<file path="src/hdl/video_pkg.sv">
// raster sizes here are small test values, not a real monitor mode; all modules assume them
package video_pkg;

    // raster geometry in pixels and lines
    localparam int H_ACTIVE = 16;
    localparam int H_TOTAL  = 24;
    localparam int V_ACTIVE = 8;
    localparam int V_TOTAL  = 12;

    // bitmap layout in vram
    localparam int MAP_W_WORDS  = 8;
    localparam int MAP_H        = 16;
    // pixel 0 sits in the low nibble of a word
    localparam int PXL_PER_WORD = 4;

    // cpu register word addresses
    localparam logic [4:0] REG_CTRL    = 5'd0;
    localparam logic [4:0] REG_BASE    = 5'd1;
    localparam logic [4:0] REG_HSCROLL = 5'd2;
    localparam logic [4:0] REG_VSCROLL = 5'd3;
    localparam logic [4:0] REG_STATUS  = 5'd4;
    // 16 to 31 map onto the palette
    localparam logic [4:0] PAL_BASE    = 5'd16;

    // rgb 4:4:4, red in the top nibble
    typedef struct packed {
        logic [3:0] r;
        logic [3:0] g;
        logic [3:0] b;
    } pal_entry_t;

endpackage

</file>
<file path="src/hdl/video_regs_if.sv">
// register values are held by video_mmr alone; the fetcher may only raise underrun_set
`timescale 1ns/1ps

interface video_regs_if import video_pkg::*; ();
    logic [15:0] vram_base;
    logic [15:0] hscroll;
    logic [15:0] vscroll;
    logic        layer_en;
    logic        underrun_set;
    logic        pal_we;
    logic [3:0]  pal_addr;
    pal_entry_t  pal_data;

    modport mmr_mp (
        output vram_base, hscroll, vscroll, layer_en,
        output pal_we, pal_addr, pal_data,
        input  underrun_set
    );
    modport fetch_mp (input vram_base, hscroll, vscroll, layer_en, output underrun_set);
    modport mix_mp (input layer_en, pal_we, pal_addr, pal_data);

endinterface

</file>
<file path="src/hdl/video_timing.sv">
// counters only move on pxl_cen; line_start comes one clk after the hdump wrap edge
`timescale 1ns/1ps

module video_timing #(
    parameter int H_ACTIVE = video_pkg::H_ACTIVE,
    parameter int H_TOTAL  = video_pkg::H_TOTAL,
    parameter int V_ACTIVE = video_pkg::V_ACTIVE,
    parameter int V_TOTAL  = video_pkg::V_TOTAL
) (
    input  logic       clk,
    input  logic       rst_n,
    input  logic       pxl_cen,
    output logic [8:0] hdump,
    output logic [8:0] vdump,
    output logic [8:0] vrender,
    output logic       hb,
    output logic       vb,
    output logic       hs,
    output logic       vs,
    output logic       line_start
);

    // sync pulse placement inside the blanking intervals
    localparam int HS_START = H_ACTIVE + 2;
    localparam int HS_END   = H_ACTIVE + 3;
    localparam int VS_LINE  = V_ACTIVE + 1;

    logic h_last;
    logic v_last;

    assign h_last = hdump == 9'(H_TOTAL - 1);
    assign v_last = vdump == 9'(V_TOTAL - 1);

    always_ff @(posedge clk) begin
        if (!rst_n) begin
            hdump      <= '0;
            vdump      <= '0;
            line_start <= 1'b0;
        end else begin
            line_start <= pxl_cen && h_last;
            if (pxl_cen) begin
                hdump <= h_last ? 9'd0 : hdump + 9'd1;
                if (h_last) begin
                    vdump <= v_last ? 9'd0 : vdump + 9'd1;
                end
            end
        end
    end

    // the line being fetched is always one ahead of the one shown
    assign vrender = v_last ? 9'd0 : vdump + 9'd1;

    assign hb = hdump >= 9'(H_ACTIVE);
    assign vb = vdump >= 9'(V_ACTIVE);
    assign hs = (hdump >= 9'(HS_START)) && (hdump <= 9'(HS_END));
    assign vs = vdump == 9'(VS_LINE);

    hdump_in_range: assert property (@(posedge clk) disable iff (!rst_n)
        hdump < 9'(H_TOTAL));

endmodule

</file>
<file path="src/hdl/video_mmr.sv">
// palette words are write-only and read back as 0; a set of the underrun flag beats a clear
`timescale 1ns/1ps

module video_mmr import video_pkg::*; (
    input  logic        clk,
    input  logic        rst_n,
    input  logic        cpu_cs,
    input  logic        cpu_we,
    input  logic [4:0]  cpu_addr,
    input  logic [15:0] cpu_din,
    output logic [15:0] cpu_dout,
    video_regs_if.mmr_mp regs
);

    logic [15:0] ctrl;
    logic [15:0] base;
    logic [15:0] hscroll;
    logic [15:0] vscroll;
    logic        underrun;
    logic        wr;
    logic [15:0] rd_mux;

    assign wr = cpu_cs && cpu_we;

    always_ff @(posedge clk) begin
        if (!rst_n) begin
            ctrl        <= '0;
            base        <= '0;
            hscroll     <= '0;
            vscroll     <= '0;
            underrun    <= 1'b0;
            regs.pal_we <= 1'b0;
        end else begin
            if (wr && cpu_addr == REG_CTRL)    ctrl    <= cpu_din;
            if (wr && cpu_addr == REG_BASE)    base    <= cpu_din;
            if (wr && cpu_addr == REG_HSCROLL) hscroll <= cpu_din;
            if (wr && cpu_addr == REG_VSCROLL) vscroll <= cpu_din;
            // write 1 to clear
            underrun <= (underrun && !(wr && cpu_addr == REG_STATUS && cpu_din[0]))
                        || regs.underrun_set;
            regs.pal_we <= wr && cpu_addr >= PAL_BASE;
        end
    end

    always_ff @(posedge clk) begin
        regs.pal_addr <= cpu_addr[3:0];
        regs.pal_data <= pal_entry_t'(cpu_din[11:0]);
    end

    always_comb begin
        case (cpu_addr)
            REG_CTRL:    rd_mux = ctrl;
            REG_BASE:    rd_mux = base;
            REG_HSCROLL: rd_mux = hscroll;
            REG_VSCROLL: rd_mux = vscroll;
            REG_STATUS:  rd_mux = {15'd0, underrun};
            default:     rd_mux = '0;
        endcase
    end

    always_ff @(posedge clk) begin
        if (cpu_cs && !cpu_we) cpu_dout <= rd_mux;
    end

    assign regs.vram_base = base;
    assign regs.hscroll   = hscroll;
    assign regs.vscroll   = vscroll;
    assign regs.layer_en  = ctrl[0];

    pal_we_from_cpu: assert property (@(posedge clk) disable iff (!rst_n)
        regs.pal_we |-> $past(cpu_cs && cpu_we && cpu_addr >= PAL_BASE));

endmodule

</file>
<file path="src/hdl/layer_fetch.sv">
// one vram word at a time; words still missing at the swap show as pixel 0
`timescale 1ns/1ps

module layer_fetch import video_pkg::*; #(
    parameter int H_ACTIVE    = video_pkg::H_ACTIVE,
    parameter int MAP_W_WORDS = video_pkg::MAP_W_WORDS
) (
    input  logic        clk,
    input  logic        rst_n,
    input  logic        line_start,
    input  logic [8:0]  vrender,
    input  logic [8:0]  hdump,
    video_regs_if.fetch_mp regs,
    output logic        vram_req,
    output logic [15:0] vram_addr,
    input  logic        vram_ack,
    input  logic [15:0] vram_data,
    output logic [3:0]  pxl
);

    localparam int WORDS = H_ACTIVE / PXL_PER_WORD;
    localparam int WIW   = $clog2(WORDS);

    logic [15:0]        lbuf [2][WORDS];
    logic [1:0][WORDS-1:0] vld;
    logic               bank;
    logic [WIW:0]       widx;
    logic               stale;
    logic [15:0]        row_base;
    logic [15:0]        hscr;
    logic [WIW-1:0]     wsel;
    logic [1:0]         nsel;

    always_ff @(posedge clk) begin
        if (!rst_n) begin
            vram_req          <= 1'b0;
            widx              <= (WIW + 1)'(WORDS);
            stale             <= 1'b0;
            bank              <= 1'b0;
            vld               <= '0;
            regs.underrun_set <= 1'b0;
        end else begin
            regs.underrun_set <= 1'b0;
            if (vram_req && vram_ack) begin
                vram_req <= 1'b0;
                stale    <= 1'b0;
                // data of a request left over from the previous line is dropped
                if (!stale && !line_start) begin
                    vld[~bank][widx[WIW-1:0]] <= 1'b1;
                    widx <= widx + 1'b1;
                end
            end else if (!vram_req && !vram_ack && !line_start
                         && widx != (WIW + 1)'(WORDS)) begin
                vram_req <= 1'b1;
            end
            if (line_start) begin
                bank              <= ~bank;
                vld[bank]         <= '0;
                widx              <= '0;
                stale             <= vram_req && !vram_ack;
                regs.underrun_set <= widx != (WIW + 1)'(WORDS);
            end
        end
    end

    // payload side of the fetch
    always_ff @(posedge clk) begin
        if (line_start) begin
            row_base <= regs.vram_base
                        + 16'(((vrender + regs.vscroll) % MAP_H) * MAP_W_WORDS);
            hscr     <= regs.hscroll;
        end
        if (!vram_req && !vram_ack && !line_start) begin
            vram_addr <= row_base + 16'((hscr + widx) % MAP_W_WORDS);
        end
        if (vram_req && vram_ack && !stale && !line_start) begin
            lbuf[~bank][widx[WIW-1:0]] <= vram_data;
        end
    end

    // front bank read, follows hdump without a register
    assign wsel = hdump[WIW+1:2];
    assign nsel = hdump[1:0];

    always_comb begin
        if (hdump < 9'(H_ACTIVE) && vld[bank][wsel]) begin
            pxl = lbuf[bank][wsel][{nsel, 2'b00} +: 4];
        end else begin
            pxl = '0;
        end
    end

    req_held_to_ack: assert property (@(posedge clk) disable iff (!rst_n)
        $fell(vram_req) |-> $past(vram_ack));
    req_after_ack_low: assert property (@(posedge clk) disable iff (!rst_n)
        $rose(vram_req) |-> !$past(vram_ack));

endmodule

</file>
<file path="src/hdl/colmix.sv">
// palette has no reset, so entries must be written before the layer shows sensible colours
`timescale 1ns/1ps

module colmix import video_pkg::*; (
    input  logic       clk,
    input  logic       rst_n,
    input  logic       pxl_cen,
    input  logic       hb,
    input  logic       vb,
    input  logic [3:0] pxl,
    video_regs_if.mix_mp regs,
    output logic [7:0] red,
    output logic [7:0] green,
    output logic [7:0] blue,
    output logic       hb_dly,
    output logic       vb_dly
);

    pal_entry_t pal [16];
    pal_entry_t entry;
    logic [3:0] idx;

    always_ff @(posedge clk) begin
        if (regs.pal_we) pal[regs.pal_addr] <= regs.pal_data;
    end

    // disabled layer falls back to the backdrop colour
    assign idx   = regs.layer_en ? pxl : 4'd0;
    assign entry = pal[idx];

    always_ff @(posedge clk) begin
        if (!rst_n) begin
            red    <= '0;
            green  <= '0;
            blue   <= '0;
            hb_dly <= 1'b1;
            vb_dly <= 1'b1;
        end else if (pxl_cen) begin
            hb_dly <= hb;
            vb_dly <= vb;
            if (hb || vb) begin
                red   <= '0;
                green <= '0;
                blue  <= '0;
            end else begin
                // nibble repeat spreads 0..15 over the full 0..255 range
                red   <= {entry.r, entry.r};
                green <= {entry.g, entry.g};
                blue  <= {entry.b, entry.b};
            end
        end
    end

endmodule

</file>
<file path="src/hdl/video_top.sv">
// rgb lags hdump and vdump by one pxl_cen tick; vram must follow the four-phase req/ack rule
`timescale 1ns/1ps

module video_top #(
    parameter int H_ACTIVE    = video_pkg::H_ACTIVE,
    parameter int H_TOTAL     = video_pkg::H_TOTAL,
    parameter int V_ACTIVE    = video_pkg::V_ACTIVE,
    parameter int V_TOTAL     = video_pkg::V_TOTAL,
    parameter int MAP_W_WORDS = video_pkg::MAP_W_WORDS
) (
    input  logic        clk,
    input  logic        rst_n,
    input  logic        pxl_cen,
    // cpu bus
    input  logic        cpu_cs,
    input  logic        cpu_we,
    input  logic [4:0]  cpu_addr,
    input  logic [15:0] cpu_din,
    output logic [15:0] cpu_dout,
    // vram
    output logic        vram_req,
    output logic [15:0] vram_addr,
    input  logic        vram_ack,
    input  logic [15:0] vram_data,
    // video
    output logic [8:0]  hdump,
    output logic [8:0]  vdump,
    output logic        hs,
    output logic        vs,
    output logic [7:0]  red,
    output logic [7:0]  green,
    output logic [7:0]  blue,
    output logic        hb_dly,
    output logic        vb_dly
);

    logic [8:0] vrender;
    logic       hb;
    logic       vb;
    logic       line_start;
    logic [3:0] pxl;

    video_regs_if regs ();

    video_timing #(
        .H_ACTIVE ( H_ACTIVE ),
        .H_TOTAL  ( H_TOTAL  ),
        .V_ACTIVE ( V_ACTIVE ),
        .V_TOTAL  ( V_TOTAL  )
    ) u_timing (
        .clk        ( clk        ),
        .rst_n      ( rst_n      ),
        .pxl_cen    ( pxl_cen    ),
        .hdump      ( hdump      ),
        .vdump      ( vdump      ),
        .vrender    ( vrender    ),
        .hb         ( hb         ),
        .vb         ( vb         ),
        .hs         ( hs         ),
        .vs         ( vs         ),
        .line_start ( line_start )
    );

    video_mmr u_mmr (
        .clk      ( clk      ),
        .rst_n    ( rst_n    ),
        .cpu_cs   ( cpu_cs   ),
        .cpu_we   ( cpu_we   ),
        .cpu_addr ( cpu_addr ),
        .cpu_din  ( cpu_din  ),
        .cpu_dout ( cpu_dout ),
        .regs     ( regs     )
    );

    layer_fetch #(
        .H_ACTIVE    ( H_ACTIVE    ),
        .MAP_W_WORDS ( MAP_W_WORDS )
    ) u_fetch (
        .clk        ( clk        ),
        .rst_n      ( rst_n      ),
        .line_start ( line_start ),
        .vrender    ( vrender    ),
        .hdump      ( hdump      ),
        .regs       ( regs       ),
        .vram_req   ( vram_req   ),
        .vram_addr  ( vram_addr  ),
        .vram_ack   ( vram_ack   ),
        .vram_data  ( vram_data  ),
        .pxl        ( pxl        )
    );

    colmix u_colmix (
        .clk     ( clk     ),
        .rst_n   ( rst_n   ),
        .pxl_cen ( pxl_cen ),
        .hb      ( hb      ),
        .vb      ( vb      ),
        .pxl     ( pxl     ),
        .regs    ( regs    ),
        .red     ( red     ),
        .green   ( green   ),
        .blue    ( blue    ),
        .hb_dly  ( hb_dly  ),
        .vb_dly  ( vb_dly  )
    );

endmodule

</file>
<file path="config.mk">
export PLATFORM = sky130hd
export DESIGN_NAME = video_top
export DESIGN_NICKNAME = d
export VERILOG_FILES = /design/src/hdl/video_pkg.sv /design/src/hdl/video_regs_if.sv /design/src/hdl/video_timing.sv /design/src/hdl/video_mmr.sv /design/src/hdl/layer_fetch.sv /design/src/hdl/colmix.sv /design/src/hdl/video_top.sv
export SDC_FILE = /design/constraint.sdc
export NUM_CORES = 1
export LEC_CHECK = 0
export CAP_MARGIN = 20
export CORE_MARGIN = 4
export CORE_UTILIZATION = 40
export CTS_BUF_LIST = sky130_fd_sc_hd__clkbuf_4 sky130_fd_sc_hd__clkbuf_8
export DETAILED_ROUTE_END_ITERATION = 12
export DONT_BUFFER_PORTS = 1
export PLACE_DENSITY = 0.56
export SLEW_MARGIN = 20
export SYNTH_ARGS = -nofsm -noshare
export SYNTH_HDL_FRONTEND = slang
export SYNTH_SLANG_ARGS = --single-unit
</file>
<file path="constraint.sdc">
create_clock -name clk -period 4.8 [get_ports clk]
set_input_delay 0.48 -clock clk [delete_from_list [all_inputs] [get_ports clk]]
set_output_delay 0.48 -clock clk [all_outputs]
set_load 0.01 [all_outputs]
</file>
# After elaboration in Yosys (flattened, before gate mapping)
# Memory sizes are Yosys's and may differ from the RTL's. A register that Yosys moved wholly into a read port is not among the register bits.
# Index checks and enable logic that the tools add are counted.
[word_totals] inputBits=43 ramBits=320 out_inout_bits=79 memories=2 word_cells=151 register_bits=193
[mem_list] memory="u_colmix.pal" depth=16 width=12 read_ports=1 rd_clocked_by_memory_dff=0 wr=1 line="colmix.sv:19" text="pal_entry_t pal [16];"
[mem_list] memory="u_fetch.lbuf" depth=2 width=64 read_ports=1 rd_clocked_by_memory_dff=1 wr=1 line="layer_fetch.sv:24" text="logic [15:0] lbuf [2][WORDS];"
[op_classes] muxes=38 magnitude_cmp=16 eq_ne=8 bitwise_logic=7 n_addsub=7 shifts=1 reduce_logical=42
[ops] op="16-bit one-hot mux with 5 select lines" count=1
[ops] op="64-bit two-way mux" count=1
[ops] op="8-bit two-way mux" count=7
[ops] op="16-bit two-way mux" count=3
[ops] op="16-bit binary-select mux with 2-bit select" count=1
[ops] op="16-bit demux with 2-bit select" count=1
[ops] op="1-bit logical AND" count=25
[ops] op="4-bit two-way mux" count=6
[ops] op="9-bit by 1-bit adder with 9-bit output, second input constant" count=2
[ops] op="9-bit by 4-bit == test with 1-bit output, second input constant" count=2
[ops] op="9-bit by 5-bit >= comparator with 1-bit output, second input constant" count=2
[ops] op="9-bit two-way mux" count=2
[ops] op="16-bit by 3-bit adder with 16-bit output" count=1
[ops] op="16-bit by 7-bit adder with 16-bit output" count=1
[ops] op="16-bit by 5-bit variable part select with 4-bit output" count=1
[ops] op="5-bit by 2-bit == test with 1-bit output, second input constant" count=2
[ops] op="9-bit by 5-bit == test with 1-bit output, second input constant" count=1
[ops] op="9-bit by 4-bit >= comparator with 1-bit output, second input constant" count=1
[ops] op="9-bit by 5-bit less-or-equal comparator with 1-bit output, second input constant" count=1
[ops] op="9-bit by 5-bit less-than comparator with 1-bit output, second input constant" count=1
[ops] op="1-bit two-way mux" count=9
[ops] op="3-bit two-way mux" count=3
[ops] op="8-bit bitwise AND" count=1
[ops] op="4-bit demux with 1-bit select" count=2
[ops] op="25 further kinds" count=42

# Depth between registers and ports, before layout
[depth] ltp_word=12 mapped_depth=17 mapped_depth_nobuf=17

# Cells and area by module
# A second synthesis with hierarchy kept.
[unflattened] cells_unflattened=1408 area_unflattened_um2=20656.1
[modules_own_cells] mod="colmix" cells_each=490 area_each_um2=8219.1 instances=1 seq_area_each_um2=6045.8
[modules_own_cells] mod="layer_fetch" cells_each=461 area_each_um2=7629.8 instances=1 seq_area_each_um2=5215.0
[modules_own_cells] mod="video_mmr" cells_each=332 area_each_um2=3714.8 instances=1 seq_area_each_um2=2122.0
[modules_own_cells] mod="video_timing" cells_each=125 area_each_um2=1092.3 instances=1 seq_area_each_um2=380.4

# Worst setup path after synthesis
# OpenSTA, ideal clock, no wires.
[synth_path] kind="register to register" start="reg u_timing.vdump[4]" end="reg u_fetch.row_base[11], data pin" n_path_buf=0 setup_slack_ps=1282 t_required_ps=4542 setup_ps=258 synth_period_minus_slack_ps=3518 arrival_ps=3260 path_stages_with_launch=17 cell_sequence="dfxtp_1 > or4_1 > nor2_1 > nand2_1 > nor2_1 > and2_1 > nor2_1 > ha_1 > fa_1 > inv_1 > fa_1 > nor2b_1 > o21ai_0 > nand2b_1 > and2_1 > nand4_1 > xnor2_1"
[synth_between] elab_chain_len=4
[synth_rtl] element="start: declaration" line="video_timing.sv:14" text="output logic [8:0] vdump,"
[synth_rtl] element="start signal: assignment" line="video_timing.sv:44" text="vdump <= v_last ? 9'd0 : vdump + 9'd1;"
[synth_rtl] element="9-bit by 4-bit == test with 1-bit output" line="video_timing.sv:32" text="assign v_last = vdump == 9'(V_TOTAL - 1);"
[synth_rtl] element="9-bit two-way mux"
[synth_rtl] element="net u_fetch.vrender[0]" line="layer_fetch.sv:11" text="input logic [8:0] vrender,"
[synth_rtl] element="4-bit adder" line="layer_fetch.sv:70" text="+ 16'(((vrender + regs.vscroll) % MAP_H) * MAP_W_WORDS);"
[synth_rtl] element="16-bit by 7-bit adder with 16-bit output" line="layer_fetch.sv:70"
[synth_rtl] element="end signal: assignment" line="layer_fetch.sv:69" text="row_base <= regs.vram_base"
[synth_rtl] element="end: declaration" line="layer_fetch.sv:29" text="logic [15:0] row_base;"
# The timed path passes the listed nets, and every way through them passes these cells.
# A chain may end at the register's enable or synchronous reset.

# Worst setup path in the final report
# Ends and elaborated chain as after synthesis.

==> results.txt <==
- Outcome: finished, final reports clean
- Wire length of the first global-routing pass: ~77000 um
* Number of global-route vias before repair: 12400
- Gate count of the mapped netlist: 1474
* Routed length per placed instance: ~22 um
- In this run the most critical hold path is launched from pxl_cen.
- Reg-to-reg startpoint: u_timing.vdump[4]
- Final Instance Area: roughly 23000 um2
- Headroom to the max-slew limit came out at between 20 and 30%.
- Total number of H-tree levels: 3
* Total GRT Usage: a little under a fifth
- Number of synthesis warnings: 0
- Total negative slack: 0 ns
- Max-slew violation count: 0
- Synth-to-Final Area Change: 15.4%
- #FFs+latches synth: about 500
* Sequential-to-total area share from yosys stat: ~68%
- In the synthesized netlist the dominant register cell turns out to be sky130_fd_sc_hd__edfxtp_1.
* X dimension of the die: 233 um
- Combinational Power Share: 2.5%
- Setup repair after global routing left no endpoint under its margin.
* Largest register by flop count: u_colmix.pal
- Number of cell instances on the worst register-to-register path: 16
- Internal power component: approximately 7.2 mW
* Max frequency: 0.253 GHz
- Register-to-register path setup slack: 0.85 ns
- Share of async-settable or async-resettable flops after synthesis: 0%
* Pin count of the biggest net entering global routing: between 70 and 80
- Counting distinct cell types in the post-synthesis netlist gives 67.
* DRC violations left: 0
- Number of antenna violations at the first check in global routing: 8
* Vias per Instance: 5.30
- The worst hold path belongs to the class input pin to register.
* Clock transition at path regs: 0.06 ns
- Residual antenna-violating net count after detailed routing: 0
- Total number of vias: 12300
- At the worst endpoint, the required time is 5.20 ns.
* Clock latency of the later-clocked register in the worst-skew pair: around 0.66 ns
* Floorplan die height: 233 um
* Count of input and output buffers: 0
* Max-cap violations: 0
- Rows: 82
* Crit path arrival time: 4.34 ns
- After synthesis, the mean cell area works out to 13.7 um2.
- Iteration-0 DRC Markers: 1094
* Final hold violation count: 0
* Net count, final: 1633
- Core area: 50100 um2
- Final period utilization: 82.2%
- Endpoint of the worst hold-timing path: u_colmix.blue[6]
- Capture instance of the worst register-to-register path: u_fetch.row_base[11]
- Switching Power: about 1.9 mW
* Fraction of power spent switching nets: 21.0%
* Synth Net Count: 1541
- Clk sinks: 502
* Pin slew with the least headroom to its limit: around 1.1 ns
- CTS tree: yes
- Cell area power density: 391 nW/um2
- Across the VDD grid, the largest voltage drop is 0.229 mV.
- Worst Hold Path Cells: 2
- Registers are responsible for 52.0% of the overall power.
- Length of the first detailed-routing pass in iterations: 6
- # setup viols final: 0
- Along the worst path, the maximum fanout reaches 6.
* Die ar.: 54100 um2
- Number of flip-flops under the largest register name: 192
* Final RePlAce weighted congestion: between 0.8 and 0.9
- Worst setup EP type: register
- Counting I/O delays and the setup requirement, the final critical path takes roughly 3.9 ns.
- The number of clock buffers added by TritonCTS is 86.
- The clock passes through at most 3 buffers.
- Once the floorplan was initialized, standard cells occupied 40.3% of the core.
- Number of enable-type register cells in the synthesized netlist: 371
- The setup path with the least slack is of type register to register.
- Cell Area, Synth: 20200 um2
- The placed instances occupy a cell area of 21000 um2.
- CTS placed an instance of sky130_fd_sc_hd__clkbuf_8 at the clock tree root.
- Layout Skew: 0.0269 ns
- In this run the count of I/O pins placed on the die edge is about 120.
* Power Total: between 9 and 10 mW
- The worst setup path is launched from a register.
- The analysis attributes to cell leakage a power of between 7 and 8 nW.
- DP HPWL: 33100 um
* Fraction of layout instances using a drive strength above 1: between 10% and 20%
- Per report_power, the clock group accounts for between 40% and 50% of the total.
- Wires add up to 51500 um.
- After global routing the overflow that remains totals 0.
## final cells by class
type	instances	area (um2)
Fill cell	4500	26800
Clock inverter	35	344
Tap cell	672	841
Antenna cell	7	17.5
Sequential cell	502	13800
Clock buffer	125	1530
Multi-Input combinational cell	873	5980
Timing Repair Buffer	85	748
Inverter	18	67.6
## cell usage after synthesis, types with 4 or more instances
| library cell | number | area [um2] |
|---|---|---|
| sky130_fd_sc_hd__nor2_1 | 65 | 244 |
| sky130_fd_sc_hd__xnor2_1 | 27 | 236 |
| sky130_fd_sc_hd__nand4_1 | 10 | 62.6 |
| sky130_fd_sc_hd__nor3_1 | 24 | 120 |
| sky130_fd_sc_hd__mux4_2 | 10 | 225 |
| sky130_fd_sc_hd__a21o_1 | 4 | 30.0 |
| sky130_fd_sc_hd__ha_1 | 20 | 250 |
| sky130_fd_sc_hd__a222oi_1 | 11 | 110 |
| sky130_fd_sc_hd__buf_1 | 4 | 15.0 |
| sky130_fd_sc_hd__buf_4 | 14 | 105 |
| sky130_fd_sc_hd__buf_6 | 6 | 67.6 |
| sky130_fd_sc_hd__o211ai_1 | 11 | 82.6 |
| sky130_fd_sc_hd__xor2_1 | 19 | 166 |
| sky130_fd_sc_hd__clkbuf_1 | 40 | 150 |
| sky130_fd_sc_hd__nor2_2 | 4 | 25.0 |
| sky130_fd_sc_hd__o211a_1 | 9 | 90.1 |
| sky130_fd_sc_hd__nand3_1 | 34 | 170 |
| sky130_fd_sc_hd__o21ai_1 | 4 | 20.0 |
| sky130_fd_sc_hd__dfxtp_1 | 131 | 2620 |
| sky130_fd_sc_hd__inv_1 | 16 | 60.1 |
| sky130_fd_sc_hd__mux2_2 | 15 | 169 |
| sky130_fd_sc_hd__a22oi_1 | 45 | 338 |
| sky130_fd_sc_hd__fa_1 | 4 | 80.1 |
| sky130_fd_sc_hd__mux2i_1 | 89 | 891 |
| sky130_fd_sc_hd__buf_2 | 15 | 75.1 |
| sky130_fd_sc_hd__nand2b_1 | 6 | 37.5 |
| sky130_fd_sc_hd__nor2b_1 | 14 | 87.6 |
| sky130_fd_sc_hd__and3_1 | 8 | 50.1 |
| sky130_fd_sc_hd__a221oi_1 | 7 | 61.3 |
| sky130_fd_sc_hd__nand2_1 | 204 | 766 |
| sky130_fd_sc_hd__o21a_1 | 5 | 37.5 |
| sky130_fd_sc_hd__a21oi_1 | 100 | 500 |
| sky130_fd_sc_hd__edfxtp_1 | 371 | 11100 |
| sky130_fd_sc_hd__and2_1 | 14 | 87.6 |
| sky130_fd_sc_hd__mux2_1 | 29 | 327 |
| sky130_fd_sc_hd__o21ai_0 | 26 | 130 |
| sky130_fd_sc_hd__a211oi_1 | 9 | 67.6 |
## layout by cell type (no fill, tap or decap), types with 11 or more instances in the layout
cell type                         n
sky130_fd_sc_hd__buf_4           43
sky130_fd_sc_hd__o21ai_0         26
sky130_fd_sc_hd__nor3_1          19
sky130_fd_sc_hd__ha_1            20
sky130_fd_sc_hd__clkbuf_4        30
sky130_fd_sc_hd__nor2_1          60
sky130_fd_sc_hd__clkinv_1        15
sky130_fd_sc_hd__edfxtp_1       371
sky130_fd_sc_hd__a22oi_1         45
sky130_fd_sc_hd__o211ai_1        11
sky130_fd_sc_hd__dfxtp_1        130
sky130_fd_sc_hd__dlygate4sd3_1   40
sky130_fd_sc_hd__clkbuf_8        95
sky130_fd_sc_hd__nor2b_1         14
sky130_fd_sc_hd__mux2_2          15
sky130_fd_sc_hd__xnor2_1         27
sky130_fd_sc_hd__mux2i_1         89
sky130_fd_sc_hd__xor2_1          19
sky130_fd_sc_hd__nand3_1         34
sky130_fd_sc_hd__mux2_1          29
sky130_fd_sc_hd__inv_1           16
sky130_fd_sc_hd__nand2_1        204
sky130_fd_sc_hd__a21oi_1        100
sky130_fd_sc_hd__a222oi_1        11
## cell families (layout without fill, tap and decap cells)
logic type	Yosys count	after routing	synth area share [%]
AO/OA/AOI/OAI	257	257	8.63
XOR/XNOR	46	46	1.99
adder cells (fa/ha/maj)	24	24	1.64
buffers and inverters	99	263	2.58
flip-flops	502	502	68.1
multiplexers	145	145	8.13
other	0	7	0
AND/OR/NAND/NOR	401	401	8.88
## worst max-delay path: stages, from the launching register on
cell,delay (ns)
sky130_fd_sc_hd__dfxtp_1,0.38
sky130_fd_sc_hd__or4_1,0.57
sky130_fd_sc_hd__nor2_1,0.11
sky130_fd_sc_hd__nand2_1,0.08
sky130_fd_sc_hd__nor2_1,0.17
sky130_fd_sc_hd__and2_1,0.19
sky130_fd_sc_hd__nor2_1,0.12
sky130_fd_sc_hd__ha_1,0.25
sky130_fd_sc_hd__fa_1,0.51
sky130_fd_sc_hd__inv_1,0.07
sky130_fd_sc_hd__fa_1,0.42
sky130_fd_sc_hd__nor2b_1,0.11
sky130_fd_sc_hd__o21ai_0,0.08
sky130_fd_sc_hd__nand2b_1,0.10
sky130_fd_sc_hd__and2_1,0.23
sky130_fd_sc_hd__nand4_1,0.15
sky130_fd_sc_hd__xnor2_1,0.16
## layer usage
metal | global-route usage (%) | up-vias | wire, um
met5 | 0 | - | 22
met4 | 6.65 | 4 | 1230
met3 | 4.88 | 76 | 3460
met2 | 30.5 | 393 | 24600
met1 | 25.2 | 6102 | 22200
li1 | - | 5714 | -
## through the flow
step | util [%] | setup slack (ns) | instances | hold WS (ns)
2_1_floorplan | - | 1.28 | 1474 | 0.413
3_3_place_gp | 41.9 | 0.865 | 2109 | 0.435
3_5_place_dp | 41.9 | 0.861 | 2109 | 0.446
4_1_cts | 46.5 | 0.832 | 2310 | 0.0458
5_1_grt | 46.5 | 0.427 | 2313 | 0.0771
6_report | 46.5 | 0.854 | 2317 | 0.111
## power by group through the flow
stage                     clock, mW  sequential, mW  combinational [mW]
after floorplan                   0            4.80               0.130
after global placement            0            4.82               0.166
after detailed placement          0            4.83               0.167
after CTS                      4.25            4.74               0.225
after global routing           4.47            4.74               0.244
final                          4.14            4.74               0.225
## worst max path at each step
stage	startpoint	to	slack, ns
after floorplan	u_timing.vdump[4]	u_fetch.row_base[11]	1.28
after global placement	u_timing.vdump[4]	u_fetch.row_base[11]	0.86
after detailed placement	u_timing.vdump[4]	u_fetch.row_base[11]	0.86
after CTS	u_timing.vdump[4]	u_fetch.row_base[11]	0.83
after global routing	u_timing.vdump[4]	u_fetch.row_base[11]	0.43
final	u_timing.vdump[4]	u_fetch.row_base[11]	0.85
## repair_timing
item                                   in CTS  in global routing
gates resized for setup                     0                  0
setup endpoints to repair                   0                  0
buffers inserted                            0                  0
hold buffers                               41                  0
endpoints found under the hold margin     232                  0
Note: power is estimated with default switching activity, not from simulation.
